===== src/hdl/dramPkg.sv =====
package dramPkg;

	// Byte address fields
	localparam int rowMsb = 22;
	localparam int rowLsb = 12;
	localparam int colMsb = 11;
	localparam int colLsb = 2;

	localparam int rowWidth      = 11;
	localparam int dramAddrWidth = 11;

	// Cycle counts
	localparam int actWait       = 5;
	localparam int preWait       = 5;
	localparam int hitWait       = 5;
	localparam int writeRecovery = 4;

	localparam int wordBytes = 4;  // Address step per beat

	// DRAM pins for one cycle, all strobes active low
	typedef struct packed {
		logic                     csn;
		logic                     rasn;
		logic                     casn;
		logic [3:0]               wen;
		logic [dramAddrWidth-1:0] a;
		logic [31:0]              d;
	} dramCmd_t;

	typedef enum logic [3:0] {
		idle,
		decide,
		precharge,
		prechargeWait,
		activate,
		activateWait,
		hitDelay,
		readCmd,
		readWait,
		writeData,
		writeRecover,
		writeResp
	} seqState_t;

endpackage


===== src/hdl/axiPkg.sv =====
package axiPkg;

	// AXI side widths
	localparam int idWidth   = 8;
	localparam int addrWidth = 32;
	localparam int dataWidth = 32;
	localparam int lenWidth  = 8;
	localparam int strbWidth = 4;

	// One read or write address request
	typedef struct packed {
		logic [idWidth-1:0]   id;
		logic [addrWidth-1:0] addr;
		logic [lenWidth-1:0]  len;  // Beats minus one
	} addrReq_t;

	// One write data beat
	typedef struct packed {
		logic [dataWidth-1:0] data;
		logic [strbWidth-1:0] strb;
	} wBeat_t;

endpackage

===== src/hdl/dramAxiBridge.sv =====
`timescale 1ns/10ps

module dramAxiBridge (
	input  logic                             ACLK,
	input  logic                             ARESETn,
	input  logic [axiPkg::idWidth-1:0]       ARID,
	input  logic [axiPkg::addrWidth-1:0]     ARADDR,
	input  logic [axiPkg::lenWidth-1:0]      ARLEN,
	input  logic                             ARVALID,
	input  logic [axiPkg::idWidth-1:0]       AWID,
	input  logic [axiPkg::addrWidth-1:0]     AWADDR,
	input  logic                             AWVALID,
	input  logic [axiPkg::dataWidth-1:0]     WDATA,
	input  logic [axiPkg::strbWidth-1:0]     WSTRB,
	input  logic                             WVALID,
	input  logic                             RREADY,
	input  logic                             BREADY,
	input  logic [axiPkg::dataWidth-1:0]     Q,
	input  logic                             VALID,
	output logic                             ARREADY,
	output logic                             AWREADY,
	output logic                             WREADY,
	output logic [axiPkg::idWidth-1:0]       RID,
	output logic [axiPkg::dataWidth-1:0]     RDATA,
	output logic [1:0]                       RRESP,
	output logic                             RLAST,
	output logic                             RVALID,
	output logic [axiPkg::idWidth-1:0]       BID,
	output logic [1:0]                       BRESP,
	output logic                             BVALID,
	output logic                             CSn,
	output logic [axiPkg::strbWidth-1:0]     WEn,
	output logic                             RASn,
	output logic                             CASn,
	output logic [dramPkg::dramAddrWidth-1:0] A,
	output logic [axiPkg::dataWidth-1:0]     D
);

	axiPkg::addrReq_t  arReq, awReq, req;
	axiPkg::wBeat_t    wBeat;
	dramPkg::dramCmd_t dramCmd;
	logic reqValid, reqIsWrite, reqDone;
	logic readActive, lastBeat, wrRespReq, beatTaken, respTaken;

	assign arReq = '{id: ARID, addr: ARADDR, len: ARLEN};
	assign awReq = '{id: AWID, addr: AWADDR, len: '0};  // Writes are single beat
	assign wBeat = '{data: WDATA, strb: WSTRB};

	assign CSn  = dramCmd.csn;
	assign RASn = dramCmd.rasn;
	assign CASn = dramCmd.casn;
	assign WEn  = dramCmd.wen;
	assign A    = dramCmd.a;
	assign D    = dramCmd.d;

	requestCapture i_capture (
		.ACLK(ACLK), .ARESETn(ARESETn), .ARVALID(ARVALID), .AWVALID(AWVALID),
		.arReq(arReq), .awReq(awReq), .reqDone(reqDone), .ARREADY(ARREADY),
		.AWREADY(AWREADY), .req(req), .reqValid(reqValid), .reqIsWrite(reqIsWrite)
	);

	dramSequencer i_sequencer (
		.ACLK(ACLK), .ARESETn(ARESETn), .req(req), .reqValid(reqValid),
		.reqIsWrite(reqIsWrite), .WVALID(WVALID), .wBeat(wBeat), .VALID(VALID),
		.beatTaken(beatTaken), .respTaken(respTaken), .WREADY(WREADY), .dramCmd(dramCmd),
		.readActive(readActive), .lastBeat(lastBeat), .wrRespReq(wrRespReq),
		.reqDone(reqDone)
	);

	responseOut i_response (
		.ACLK(ACLK), .ARESETn(ARESETn), .Q(Q), .VALID(VALID), .RREADY(RREADY),
		.BREADY(BREADY), .readActive(readActive), .lastBeat(lastBeat),
		.wrRespReq(wrRespReq), .id(req.id), .RID(RID), .RDATA(RDATA), .RRESP(RRESP),
		.RLAST(RLAST), .RVALID(RVALID), .BID(BID), .BRESP(BRESP), .BVALID(BVALID),
		.beatTaken(beatTaken), .respTaken(respTaken)
	);

endmodule


===== src/hdl/responseOut.sv =====
`timescale 1ns/10ps

module responseOut (
	input  logic                         ACLK,
	input  logic                         ARESETn,
	input  logic [axiPkg::dataWidth-1:0] Q,
	input  logic                         VALID,
	input  logic                         RREADY,
	input  logic                         BREADY,
	input  logic                         readActive,
	input  logic                         lastBeat,
	input  logic                         wrRespReq,
	input  logic [axiPkg::idWidth-1:0]   id,
	output logic [axiPkg::idWidth-1:0]   RID,
	output logic [axiPkg::dataWidth-1:0] RDATA,
	output logic [1:0]                   RRESP,
	output logic                         RLAST,
	output logic                         RVALID,
	output logic [axiPkg::idWidth-1:0]   BID,
	output logic [1:0]                   BRESP,
	output logic                         BVALID,
	output logic                         beatTaken,
	output logic                         respTaken
);

	logic                         heldValid;
	logic [axiPkg::dataWidth-1:0] heldData;

	// Held word takes over once the first cycle was stalled
	assign RVALID = readActive && (heldValid || VALID);
	assign RDATA  = heldValid ? heldData : Q;
	assign RLAST  = RVALID && lastBeat;
	assign RID    = id;
	assign RRESP  = 2'b00;

	assign BVALID = wrRespReq;
	assign BID    = id;
	assign BRESP  = 2'b00;

	assign beatTaken = RVALID && RREADY;
	assign respTaken = BVALID && BREADY;

	always_ff @(posedge ACLK or negedge ARESETn) begin
		if (!ARESETn) begin
			heldValid <= 1'b0;
		end else if (heldValid) begin
			if (RREADY) heldValid <= 1'b0;
		end else if (readActive && VALID && !RREADY) begin
			heldValid <= 1'b1;
		end
	end

	always_ff @(posedge ACLK) begin
		if (!heldValid && VALID) heldData <= Q;
	end

endmodule


===== src/hdl/dramSequencer.sv =====
`timescale 1ns/10ps

module dramSequencer (
	input  logic               ACLK,
	input  logic               ARESETn,
	input  axiPkg::addrReq_t   req,
	input  logic               reqValid,
	input  logic               reqIsWrite,
	input  logic               WVALID,
	input  axiPkg::wBeat_t     wBeat,
	input  logic               VALID,
	input  logic               beatTaken,
	input  logic               respTaken,
	output logic               WREADY,
	output dramPkg::dramCmd_t  dramCmd,
	output logic               readActive,
	output logic               lastBeat,
	output logic               wrRespReq,
	output logic               reqDone
);

	dramPkg::seqState_t state, nextState;

	logic [2:0] waitCnt;
	logic [2:0] waitLimit;
	logic       waitDone;
	logic       rowOpen;

	logic [dramPkg::rowWidth-1:0]      openRow;
	logic [dramPkg::rowWidth-1:0]      curRow;
	logic [dramPkg::dramAddrWidth-1:0] colAddr;
	logic [axiPkg::addrWidth-1:0]      curAddr;
	logic [axiPkg::lenWidth-1:0]       beatsLeft;
	logic [axiPkg::dataWidth-1:0]      wData;

	assign curRow  = curAddr[dramPkg::rowMsb:dramPkg::rowLsb];
	assign colAddr = dramPkg::dramAddrWidth'(curAddr[dramPkg::colMsb:dramPkg::colLsb]);

	assign lastBeat   = beatsLeft == '0;
	assign readActive = (state == dramPkg::readCmd) || (state == dramPkg::readWait);
	assign wrRespReq  = state == dramPkg::writeResp;
	assign WREADY     = state == dramPkg::writeData;
	assign reqDone    = (state == dramPkg::readWait && beatTaken && lastBeat)
		|| (state == dramPkg::writeResp && respTaken);

	always_comb begin
		case (state)
			dramPkg::prechargeWait: waitLimit = 3'(dramPkg::preWait - 1);
			dramPkg::activateWait:  waitLimit = 3'(dramPkg::actWait - 1);
			dramPkg::writeRecover:  waitLimit = 3'(dramPkg::writeRecovery - 1);
			default:                waitLimit = 3'(dramPkg::hitWait - 1);
		endcase
	end

	assign waitDone = waitCnt == waitLimit;

	always_comb begin
		nextState = state;
		case (state)
			dramPkg::idle: if (reqValid) nextState = dramPkg::decide;
			dramPkg::decide: begin
				if (!rowOpen) begin
					nextState = dramPkg::activate;
				end else if (openRow != curRow) begin
					nextState = dramPkg::precharge;
				end else begin
					nextState = dramPkg::hitDelay;
				end
			end
			dramPkg::precharge: nextState = dramPkg::prechargeWait;
			dramPkg::prechargeWait: if (waitDone) nextState = dramPkg::activate;
			dramPkg::activate: nextState = dramPkg::activateWait;
			dramPkg::activateWait, dramPkg::hitDelay: begin
				if (waitDone) nextState = reqIsWrite ? dramPkg::writeData : dramPkg::readCmd;
			end
			dramPkg::readCmd: nextState = dramPkg::readWait;
			dramPkg::readWait: begin
				// Every further beat goes back through the row check
				if (beatTaken) nextState = lastBeat ? dramPkg::idle : dramPkg::decide;
			end
			dramPkg::writeData: if (WVALID) nextState = dramPkg::writeRecover;
			dramPkg::writeRecover: if (waitDone) nextState = dramPkg::writeResp;
			dramPkg::writeResp: if (respTaken) nextState = dramPkg::idle;
			default: nextState = dramPkg::idle;
		endcase
	end

	always_ff @(posedge ACLK or negedge ARESETn) begin
		if (!ARESETn) begin
			state   <= dramPkg::idle;
			waitCnt <= '0;
			rowOpen <= 1'b0;
		end else begin
			state   <= nextState;
			waitCnt <= (nextState != state) ? 3'd0 : waitCnt + 3'd1;
			if (state == dramPkg::precharge) begin
				rowOpen <= 1'b0;
			end else if (state == dramPkg::activate) begin
				rowOpen <= 1'b1;
			end
		end
	end

	always_ff @(posedge ACLK) begin
		if (state == dramPkg::idle && reqValid) begin
			curAddr   <= req.addr;
			beatsLeft <= req.len;
		end else if (state == dramPkg::readWait && beatTaken && !lastBeat) begin
			curAddr   <= curAddr + axiPkg::addrWidth'(dramPkg::wordBytes);
			beatsLeft <= beatsLeft - axiPkg::lenWidth'(1);
		end
		if (state == dramPkg::activate) openRow <= curRow;
		if (state == dramPkg::writeData && WVALID) wData <= wBeat.data;
	end

	always_comb begin
		dramCmd = '{csn: 1'b1, rasn: 1'b1, casn: 1'b1, wen: 4'hf, a: '0, d: '0};
		case (state)
			dramPkg::precharge: begin
				dramCmd.csn  = 1'b0;
				dramCmd.rasn = 1'b0;
				dramCmd.wen  = 4'h0;
				dramCmd.a    = openRow;
			end
			dramPkg::activate: begin
				dramCmd.csn  = 1'b0;
				dramCmd.rasn = 1'b0;
				dramCmd.a    = curRow;
			end
			dramPkg::readCmd: begin
				dramCmd.csn  = 1'b0;
				dramCmd.casn = 1'b0;
				dramCmd.a    = colAddr;
			end
			dramPkg::writeData: begin
				if (WVALID) begin
					dramCmd.csn  = 1'b0;
					dramCmd.casn = 1'b0;
					dramCmd.wen  = ~wBeat.strb;  // Low bit writes that lane
					dramCmd.a    = colAddr;
					dramCmd.d    = wBeat.data;
				end
			end
			dramPkg::writeRecover: begin
				dramCmd.csn = 1'b0;
				dramCmd.a   = colAddr;
				dramCmd.d   = wData;
			end
			default: ;
		endcase
	end

endmodule


===== src/hdl/requestCapture.sv =====
`timescale 1ns/10ps

module requestCapture (
	input  logic             ACLK,
	input  logic             ARESETn,
	input  logic             ARVALID,
	input  logic             AWVALID,
	input  axiPkg::addrReq_t arReq,
	input  axiPkg::addrReq_t awReq,
	input  logic             reqDone,
	output logic             ARREADY,
	output logic             AWREADY,
	output axiPkg::addrReq_t req,
	output logic             reqValid,
	output logic             reqIsWrite
);

	logic idleSlot;

	// Free and no handshake already in flight
	assign idleSlot = !reqValid && !ARREADY && !AWREADY;

	always_ff @(posedge ACLK or negedge ARESETn) begin
		if (!ARESETn) begin
			ARREADY  <= 1'b0;
			AWREADY  <= 1'b0;
			reqValid <= 1'b0;
		end else begin
			if (idleSlot) begin
				ARREADY <= ARVALID;  // Read wins a tie
				AWREADY <= !ARVALID && AWVALID;
			end else begin
				ARREADY <= 1'b0;
				AWREADY <= 1'b0;
			end

			if (ARREADY || AWREADY) begin
				reqValid <= 1'b1;
			end else if (reqDone) begin
				reqValid <= 1'b0;
			end
		end
	end

	// Address sampled during the ready pulse
	always_ff @(posedge ACLK) begin
		if (ARREADY) begin
			req        <= arReq;
			reqIsWrite <= 1'b0;
		end else if (AWREADY) begin
			req        <= awReq;
			reqIsWrite <= 1'b1;
		end
	end

endmodule


===== config.mk =====
export PLATFORM = sky130hd
export DESIGN_NAME = dramAxiBridge
export DESIGN_NICKNAME = d
export VERILOG_FILES = /design/src/hdl/dramPkg.sv /design/src/hdl/axiPkg.sv /design/src/hdl/dramAxiBridge.sv /design/src/hdl/responseOut.sv /design/src/hdl/dramSequencer.sv /design/src/hdl/requestCapture.sv
export SDC_FILE = /design/constraint.sdc
export NUM_CORES = 1
export LEC_CHECK = 0
export BUFFER_PORTS_ARGS = -buffer_cell sky130_fd_sc_hd__buf_2
export CAP_MARGIN = 0
export CORE_MARGIN = 4
export CORE_UTILIZATION = 51
export CTS_BUF_LIST = sky130_fd_sc_hd__clkbuf_4 sky130_fd_sc_hd__clkbuf_8
export DETAILED_ROUTE_END_ITERATION = 10
export PLACE_DENSITY_LB_ADDON = 0.3
export RECOVER_POWER = 25
export REMOVE_ABC_BUFFERS = 1
export SYNTH_ARGS = -nofsm -noshare
export SYNTH_HDL_FRONTEND = slang
export SYNTH_SLANG_ARGS = --single-unit

===== constraint.sdc =====
create_clock -name ACLK -period 4.6 [get_ports ACLK]
set_input_delay 0.23 -clock ACLK [delete_from_list [all_inputs] [get_ports ACLK]]
set_output_delay 0.23 -clock ACLK [all_outputs]
set_load 0.005 [all_outputs]

==> results of run 1 <==
-- synthesized netlist by cell type, types with 2 or more instances --
library cell | n | area share
xnor2_1 | 26 | 0.031
a21oi_1 | 41 | 0.028
mux2i_1 | 2 | 0.0027
nand2b_1 | 3 | 0.0025
o22ai_1 | 3 | 0.0025
inv_1 | 16 | 0.0081
clkbuf_1 | 20 | 0.010
o31ai_1 | 2 | 0.0020
and3_1 | 2 | 0.0017
a22o_1 | 33 | 0.039
a21o_1 | 3 | 0.0030
or4_1 | 2 | 0.0020
ha_1 | 3 | 0.0050
buf_1 | 6 | 0.0030
and2_1 | 10 | 0.0084
nor2_1 | 51 | 0.026
a22oi_1 | 11 | 0.011
or4b_4 | 2 | 0.0037
xor2_1 | 10 | 0.012
nor3_1 | 5 | 0.0034
buf_4 | 21 | 0.021
nand3_1 | 11 | 0.0074
nand4_1 | 7 | 0.0059
or2_2 | 4 | 0.0034
edfxtp_1 | 141 | 0.57
nor3b_1 | 3 | 0.0030
nand2_1 | 17 | 0.0086
a31oi_1 | 2 | 0.0017
nor4_1 | 5 | 0.0042
dfrtp_1 | 12 | 0.040
mux2_2 | 62 | 0.094
o21ai_0 | 16 | 0.011
-- worst paths after layout --
check | end | slack (ns) | cells after the start
min | i_capture.AWREADY | 0.04 | 2
max | D[8] | 1.35 | 6
min reg2reg | i_capture.reqIsWrite | 0.52 | 2
max reg2reg | i_sequencer.wData[21] | 2.02 | 4
max in group asynchronous | i_sequencer.state[0] | 3.77 | 2
min in group asynchronous | i_response.heldValid | 0.37 | 2
-- cell families (layout without fill, tap and decap cells) --
logic type | count (synthesis) | after routing | share of synthesized area
DFF | 154 | 154 | 0.612
and+or+nand+nor | 130 | 130 | 0.0907
AOI/OAI and AO/OA | 120 | 120 | 0.108
buffers and inverters | 65 | 368 | 0.0446
muxes | 64 | 64 | 0.0966
xor gates and xnor gates | 36 | 36 | 0.0424
adders and majority gates | 3 | 3 | 0.00505
other | 1 | 4 | 0.000504
-- area by class of cell --
class	instances	area (µm²)
fill	1011	4330
clock buffer	25	313
multi-input combinational	357	2590
tap	180	225
clock inverter	7	141
inverter	16	60.1
timing repair buffer	320	1880
sequential	154	4550
-- through the flow --
| step | utilization | total power [W] |
|---|---|---|
| floorplan | - | 0.00318 |
| global placement | 0.618 | 0.00365 |
| detailed placement | 0.618 | 0.00372 |
| CTS | 0.698 | 0.00492 |
| global route | 0.693 | 0.00518 |
| finish | 0.693 | 0.00488 |
-- sequential cells by signal (all words and copies together), names as in the netlist --
name,cells
i_capture.ARREADY,1
i_capture.AWREADY,1
i_capture.req,37
i_capture.reqIsWrite,1
i_capture.reqValid,1
i_response.heldData,32
i_response.heldValid,1
i_sequencer.beatsLeft,8
i_sequencer.curAddr,21
i_sequencer.openRow,11
i_sequencer.rowOpen,1
i_sequencer.state,4
i_sequencer.wData,32
i_sequencer.waitCnt,3
-- worst max-delay path: stages, from the launching register on --
cell      delay, ns
dfrtp_1        0.51
nand2b_1       0.38
nor2_1         0.21
and2_2         0.79
buf_4          0.37
a22o_1         0.18
buf_2          0.11
-- layer usage --
layer,up-vias,wire [µm],GRT usage
met5,-,0,0
met4,0,465,0.0809
met3,41,1250,0.0473
met2,252,8510,0.345
met1,2636,6850,0.250
li1,2718,-,-
-- repair_timing --
| item | in CTS | in global routing |
|---|---|---|
| hold endpoints to repair | 78 | 0 |
| gates resized for setup | 0 | 0 |
| hold buffers | 67 | 0 |
| endpoints found under the setup margin | 0 | 0 |
-- power groups by stage --
stage                     Combinational (W)  Clock, W  Sequential [W]
after floorplan                    0.000956         0         0.00222
after global placement              0.00143         0         0.00222
after detailed placement            0.00148         0         0.00225
after CTS                           0.00153   0.00117         0.00222
after global routing                0.00169   0.00123         0.00226
final                               0.00152   0.00114         0.00222
==> qor.yml, run 1 <==
sta:
  timing.hold.ws_ns: 0.0366
  setup_viol: 0
  fin_crit_sh: 0.706
  tightest_slew_ns: 1.81
  drv_slew: 40
  max-slew-margin-rel: -0.205
  fin_crit_ns: 3.25
  fin_ws_ns: 1.35
  hold_viol: 0
  finalSetupTns_ns: 0
  rsz0062_at_grt: "no"
  skew_ns: 0.0122
  fmax_mhz: 308
power_and_ir_drop:
  p_int_w: 0.00331
  vdd_drop_max_uv: 278
  p_sw_w: 0.00157
  seq_power_share: 0.455
  p_sw_frac: 0.322
  leakage_nw: 3.79
  clock_power_share: 0.233
  power_density_nw_per_um2: 499
  pwr-share-comb: 0.312
placed_design:
  pre_cts_ws_ns: 1.84
  port-buffer-count: 245
  dpl_cell_area_um2: 8710
  place.gp.congestion: 0.912
  dpl.hpwl_mm: 11.5
  dpl.cell_count: 960
die:
  die_w_um: 129
  die_h_um: 129
  rows: 43
  start_util: 0.528
  core_um2: 14100
  num_io_pins: 272
  fp.dieArea_um2: 16600
synth:
  ys_seq_elements: 154
  yosys_warnings: 0
  synth_edf_count: 141
  avgSynthCellArea_um2: 13.0
  netlist-cell-type-count: 53
  syn_inst: 573
  ys.flop_type: "edfxtp_1"
  synth_seq_area_share: 0.612
  syn_area_um2: 7440
  async_flop_share: 0.0779
setup_path:
  worst-setup-path-type: "register to primary output"
  startpoint: "i_sequencer.state[2]"
  cp.required_ns: 4.37
  start_kind: "register"
  reg2reg_from: "i_sequencer.state[2]"
  cp-end-kind: "primary output"
  worstPathMaxFanout: 51
  cp.arrival_ns: 3.02
clocking:
  clock_latency_ns: 0.45
  post_cts_buffers: 0
  cts_root_buffer: "clkbuf_8"
  cts_buffer_depth: 2
  cts_tree: "yes"
  numCtsBuffers: 17
  htreeDepth: 4
  clk_pin_slew_ns: 0.08
  cts_sinks: 154
global_routing:
  grt_use_total: 0.203
  grt_pass1_wl_mm: 26.7
  grt_overflow: 0
  grt_pass1_vias: 5666
  grt_antenna_before_repair: 0
  grt_max_degree: 59
status:
  violations: "max-capacitance violations, max-slew violations"
  status: "complete, but fails checks"
hold_path:
  hp-class: "input port to register"
  hold_start: "AWVALID"
route:
  first_pass_iters: 8
  drtIter0Drc: 295
  routedWlPerCell_um: 16.1
  via_count: 5647
  drcViolationCount: 0
  drtAntennaViolNets: 0
  wirelength_mm: 17.1
  vias_per_cell: 5.33
final_layout:
  nets: 1033
  layout_commonest_cell: "buf_2"
  antenna_cells: 0
  mostFrequentLayoutCells: "buf_2, edfxtp_1, dlygate4sd3_1, mux2_2, clkbuf_1"
  drive_above_1_share: 0.348
  layout.cells.non_filler: 1059
  synthToLayoutAreaGrowth_pct: 31.3
  finalInstanceArea_um2: 9760
run:
  maxCapViolCount: 1
Power figures use the tool's default switching activity.
==> run 2: changes to the inputs <==
Settings changed: CORE_UTILIZATION 51 to 46.
Clock period 4.6 ns to 2.72 ns, I/O delays scaled along.
==> run 2 against run 1 <==
Count of clock-buffer cells in the layout decreased by 7. Design area rose by 8.4%. Core utilization fell by 2.6 points. The flow now finishes without violations. Sequential power grew 68%. Largest power group unchanged.
==> qor.yml, run 2 (synthesized netlist as in run 1, its figures left out) <==
sta:
  finalSetupTns_ns: 0  # unchanged
  fin_ws_ns: 0.191  # was 1.35 ns
  skew_ns: 0.0125  # was 0.0122 ns
  drv_slew: 0  # was 40
  fin_crit_sh: 0.930
  fmax_mhz: 395
  max-slew-margin-rel: 0.368  # was -0.205
  rsz0062_at_grt: "no"  # unchanged
  fin_crit_ns: 2.53
  hold_viol: 0  # unchanged
  timing.hold.ws_ns: 0.137  # was 0.0366 ns
  tightest_slew_ns: 0.948  # was 1.81 ns
  setup_viol: 0  # unchanged
clocking:
  cts_tree: "yes"  # unchanged
  clock_latency_ns: 0.44  # was 0.45 ns
  clk_pin_slew_ns: 0.07  # was 0.08 ns
  numCtsBuffers: 17  # unchanged
  cts_root_buffer: "clkbuf_8"  # unchanged
  cts_buffer_depth: 2  # unchanged
  htreeDepth: 4  # unchanged
  cts_sinks: 154  # unchanged
  post_cts_buffers: 0  # unchanged
hold_path:
  hold-path-cell-count: 4  # was 2
  hold_start: "VALID"  # was AWVALID
  min_to: "i_response.heldValid"  # was i_capture.AWREADY
  hp-class: "input port to register"  # unchanged
global_routing:
  grt_pass1_vias: 6254  # was 5666
  grt_antenna_before_repair: 0  # unchanged
  grt_max_degree: 47  # was 59
  grt_use_total: 0.206  # was 0.203
  grt_overflow: 0  # unchanged
  grt_pass1_wl_mm: 30.4  # was 26.7 mm
final_layout:
  layout.cells.non_filler: 1169  # was 1059
  nets: 1108  # was 1033
  synthToLayoutAreaGrowth_pct: 42.4  # was 31.3%
  layout_commonest_cell: "buf_2"  # unchanged
  largestRegisters: "i_capture.req (37), i_response.heldData (32), i_sequencer.wData (32)"  # unchanged
  largest_register_ffs: 37  # unchanged
  utilization: 0.666  # was 0.693
  regMostFlops: "i_capture.req"  # unchanged
  drive_above_1_share: 0.327  # was 0.348
  mostFrequentLayoutCells: "buf_2, edfxtp_1, dlygate4sd3_1, mux2_2, clkbuf_1"  # unchanged
die:
  fp.dieArea_um2: 18300  # was 16600 µm²
  num_io_pins: 272  # unchanged
  die_h_um: 135  # was 129 µm
  rows: 46  # was 43
  core_um2: 15900  # was 14100 µm²
  die_w_um: 135  # was 129 µm
  start_util: 0.468  # was 0.528
route:
  wirelength_mm: 18.7  # was 17.1 mm
  drtAntennaViolNets: 0  # unchanged
  drtIter0Drc: 349  # was 295
  via_count: 5938  # was 5647
  drcViolationCount: 0  # unchanged
  first_pass_iters: 4  # was 8
  vias_per_cell: 5.08  # was 5.33
  routedWlPerCell_um: 16.0  # was 16.1 µm
setup_path:
  worstPathMaxFanout: 10  # was 51
  cp.arrival_ns: 2.39  # was 3.02 ns
  regToRegSetupSlack_ns: 0.46  # was 2.02 ns
  reg2reg_depth: 9  # was 4
  start_kind: "register"  # unchanged
  worstReg2RegEnd: "i_sequencer.waitCnt[0]"  # was i_sequencer.wData[21]
  cp.required_ns: 2.58  # was 4.37 ns
  cp-end-kind: "primary output"  # unchanged
  reg2reg_from: "i_sequencer.beatsLeft[0]"  # was i_sequencer.state[2]
  worst-setup-path-type: "register to primary output"  # unchanged
power_and_ir_drop:
  leakage_nw: 4.11  # was 3.79 nW
  vdd_drop_max_uv: 404  # was 278 µV
  power_density_nw_per_um2: 810  # was 499 nW/µm²
placed_design:
  dpl.cell_count: 1004  # was 960
  port-buffer-count: 245  # unchanged
  pre_cts_ws_ns: 0.452  # was 1.84 ns
  place.gp.congestion: 0.881  # was 0.912
  dpl.hpwl_mm: 11.9  # was 11.5 mm
run:
  maxCapViolCount: 0  # was 1
status:
  status: "finished clean"  # was complete, but fails checks
run 2: metrics by stage:
step	instance area, µm²	power [W]
5_1_grt	10600	0.00912
6_report	10600	0.00857
3_5_place_dp	8840	0.00639
3_3_place_gp	8840	0.00629
2_1_floorplan	7180	0.00537
4_1_cts	10600	0.00864
run 2: worst max path at each step:
| stage | slack [ns] | depth (start not counted) | from | to |
|---|---|---|---|---|
| floorplan | -1.47 | 5 | i_response.heldValid | i_sequencer.waitCnt[1] |
| global placement | 0.52 | 6 | i_sequencer.state[0] | i_sequencer.waitCnt[0] |
| detailed placement | 0.45 | 9 | i_sequencer.beatsLeft[0] | i_sequencer.waitCnt[0] |
| CTS | 0.06 | 8 | i_sequencer.state[3] | A[2] |
| global route | 0.01 | 7 | i_sequencer.state[3] | A[1] |
| finish | 0.19 | 7 | i_sequencer.state[3] | A[2] |
run 2: report_power, final:
part | switching, W | internal, W | total (W) | leakage, nW
registers | 0.000425 | 0.00331 | 0.00374 | 1.46
clock network | 0.000818 | 0.00119 | 0.00200 | 0.230
logic | 0.00150 | 0.00133 | 0.00283 | 2.42
total | 0.00274 | 0.00583 | 0.00857 | 4.11
run 2: critical path: stages (launching register included):
cell and delay [ns]:
dfrtp_2 0.49, inv_1 0.20, nand2_1 0.24, a21oi_2 0.28, a21oi_1 0.11, buf_4 0.19
o21ai_0 0.27, buf_2 0.18
run 2: timing repair:
action	in CTS	in global routing
hold endpoints to repair	116	0
hold buffers	134	0
gates resized for setup	0	5
endpoints found under the setup margin	0	42
run 2: layout make-up:
| cell class | instances | area (µm²) |
|---|---|---|
| Multi-Input combinational cell | 357 | 2600 |
| Clock inverter | 12 | 223 |
| Tap cell | 216 | 270 |
| Antenna cell | 1 | 2.50 |
| Clock buffer | 18 | 241 |
| Timing Repair Buffer | 395 | 2640 |
| Fill cell | 1267 | 5300 |
| Sequential cell | 154 | 4560 |
| Inverter | 16 | 60.1 |
run 2: per-layer routing:
metal	track usage	vias to the layer above	wire (µm)
met3	0.0487	38	1190
met2	0.358	213	9490
met1	0.255	2817	7640
met5	0	-	0
li1	-	2870	-
met4	0.0689	0	386
==> run 3: changes to the inputs <==
Settings changed: CORE_UTILIZATION 46 to 55.
Clock period 2.72 ns to 3 ns, I/O delays scaled along.
==> run 3 against run 2 <==
Core utilization rose by 12 points. Clock skew fell by 0.0032 ns. First-iteration DRC count rose by 34%. Total power fell by 9.7%.
==> qor.yml, run 3 (synthesized netlist as in run 1, its figures left out) <==
status:
  status: "finished clean"  # unchanged
global_routing:
  grt_use_met2: 0.442  # was 0.358
  grt_antenna_before_repair: 2  # was 0
  grt_use_total: 0.252  # was 0.206
  grt_max_degree: 69  # was 47
  grt.busiest_layer: "met2"  # unchanged
  use_met3: 0.0699  # was 0.0487
  grt_overflow: 0  # unchanged
  gr-usage-met1: 0.297  # was 0.255
  grt_pass1_wl_mm: 31.6  # was 30.4 mm
  grt_pass1_vias: 6274  # was 6254
setup_path:
  reg2reg_depth: 8  # was 9
  startpoint: "i_sequencer.state[0]"  # was i_sequencer.state[3]
  cp-end-kind: "primary output"  # unchanged
  cp_cell_sequence: "nand2b_1 > nor3_2 > a22oi_1 > o21ai_0 > buf_2"  # was inv_1 > nand2_1 > a21oi_2 > a21oi_1 > buf_4 > o21ai_0 > buf_2
  endpoint: "A[5]"  # was A[2]
  path_buf_inv: 1  # was 3
  worstReg2RegEnd: "i_sequencer.waitCnt[0]"  # unchanged
  reg2reg_from: "i_sequencer.beatsLeft[0]"  # unchanged
  critical_path.max_stage_delay_ns: 0.68  # was 0.49 ns
  cp_top_family: "simple AND/OR/NAND/NOR gates"  # was compound AO/OA/AOI/OAI gates
  crit_slowest_cell: "nor3_2"  # was dfrtp_2
  start_kind: "register"  # unchanged
  cp.arrival_ns: 2.59  # was 2.39 ns
  cp.depth: 5  # was 7
  worst-setup-path-type: "register to primary output"  # unchanged
  worstPathMaxFanout: 17  # was 10
  cp.required_ns: 2.85  # was 2.58 ns
  regToRegSetupSlack_ns: 0.57  # was 0.46 ns
final_layout:
  largest_register_ffs: 37  # unchanged
  drive_above_1_share: 0.318  # was 0.327
  largestRegisters: "i_capture.req (37), i_response.heldData (32), i_sequencer.wData (32)"  # unchanged
  regMostFlops: "i_capture.req"  # unchanged
  synthToLayoutAreaGrowth_pct: 40.6  # was 42.4%
  mostFrequentLayoutCells: "buf_2, edfxtp_1, dlygate4sd3_1, clkbuf_1, mux2_2"  # was buf_2, edfxtp_1, dlygate4sd3_1, mux2_2, clkbuf_1
  layout_commonest_cell: "buf_2"  # unchanged
  nets: 1101  # was 1108
power_and_ir_drop:
  power_density_nw_per_um2: 740  # was 810 nW/µm²
  p_total_w: 0.00774  # was 0.00857 W
  vdd_drop_max_uv: 410  # was 404 µV
  leakage_nw: 4.07  # was 4.11 nW
clocking:
  cts_buffer_depth: 2  # unchanged
  cts_tree: "yes"  # unchanged
  cts_root_buffer: "clkbuf_8"  # unchanged
  cts_sinks: 154  # unchanged
  clock_latency_ns: 0.44  # about the same
  clk_pin_slew_ns: 0.08  # was 0.07 ns
  numCtsBuffers: 17  # unchanged
  htreeDepth: 4  # unchanged
hold_path:
  hp-class: "input port to register"  # unchanged
route:
  drtIter0Drc: 467  # was 349
  drtAntennaViolNets: 0  # unchanged
  first_pass_iters: 5  # was 4
  via_count: 6123  # was 5938
  drcViolationCount: 0  # unchanged
  wirelength_mm: 19.7  # was 18.7 mm
  routedWlPerCell_um: 17.5  # was 16.0 µm
  vias_per_cell: 5.44  # was 5.08
sta:
  fin_ws_ns: 0.263  # was 0.191 ns
  max-slew-margin-rel: 0.356  # was 0.368
  rsz0062_at_grt: "no"  # unchanged
  skew_ns: 0.00933  # was 0.0125 ns
  fmax_mhz: 365
  tightest_slew_ns: 0.965  # was 0.948 ns
  fin_crit_sh: 0.912
  drv_slew: 0  # unchanged
  fin_crit_ns: 2.74
  setup_viol: 0  # unchanged
  hold_viol: 0  # unchanged
placed_design:
  dpl.hpwl_mm: 11.6  # was 11.9 mm
  pre_cts_ws_ns: 0.562  # was 0.452 ns
  place.gp.congestion: 0.881  # about the same
  port-buffer-count: 245  # unchanged
die:
  start_util: 0.562  # was 0.468
  die_w_um: 124  # was 135 µm
  die_h_um: 124  # was 135 µm
  rows: 42  # was 46
  fp.dieArea_um2: 15400  # was 18300 µm²
  num_io_pins: 272  # unchanged
  core_um2: 13200  # was 15900 µm²
run:
  maxCapViolCount: 0  # unchanged
==> run 3: changes by cell type in the layout (fill, tap and decap cells not counted), sizes merged <==
cell	delta
clkbuf	+10
buf	-8
dlygate4sd3	-2
diode	+1
bufinv	-2
inv	-1
clkinv	-2
==> run 3: where the power goes <==
part	leakage [nW]	switching, W	internal [W]
sequential	1.46	0.000410	0.00300
clock	0.234	0.000733	0.00106
combinational	2.37	0.00137	0.00117
total	4.07	0.00251	0.00523
==> run 3: repair_timing <==
item	in CTS	in global routing
buffers inserted	0	0
endpoints found under the hold margin	114	1
hold buffers	131	1
gates resized for setup	0	0
setup endpoints to repair	0	0
==> run 3: layout make-up <==
type,count,area [µm²]
antenna,2,5.00
clock buffer,25,332
clock inverter,7,135
fill,829,2790
inverter,16,60.1
multi-input combinational,357,2590
sequential,154,4550
tap,176,220
timing repair buffer,388,2560
==> run 3: worst min-delay path by stage <==
stage,start,end,slack [ns],cells past startpoint
floorplan,ARESETn,i_capture.ARREADY,-0.15,0
global placement,ARESETn,i_sequencer.waitCnt[2],0.05,1
detailed placement,ARESETn,i_sequencer.waitCnt[1],0.05,1
CTS,ARLEN[6],i_capture.req[6],0.001,2
global route,AWADDR[22],i_capture.req[30],0.006,2
finish,AWADDR[22],i_capture.req[30],0.03,2
==> run 3: routing by layer <==
metal	routed length, µm	vias up
met2	10200	317
li1	-	2852
met1	7520	2911
met4	505	0
met5	0	-
met3	1470	43
==> run 3: metrics by stage <==
step / std cells / hold WS (ns) / utilization / cell area, µm² / TNS [ns]
2_1_floorplan: 527 / -0.146 / - / 7180 / -37.69
4_1_cts: 1122 / 0.00149 / 0.794 / 10500 / 0
3_3_place_gp: 959 / 0.0495 / 0.660 / 8740 / 0
3_5_place_dp: 959 / 0.0536 / 0.660 / 8740 / 0
5_1_grt: 1125 / 0.00619 / 0.790 / 10500 / 0
6_report: 1125 / 0.0268 / 0.790 / 10500 / 0
==> run 3: worst register-to-register path: stages (launching register included) <==
cell,delay (ns)
edfxtp_1,0.41
inv_1,0.11
ha_1,0.21
or4b_4,0.50
nor4_1,0.44
o31ai_4,0.15
nor3_4,0.16
xnor2_1,0.23
nor3_1,0.10
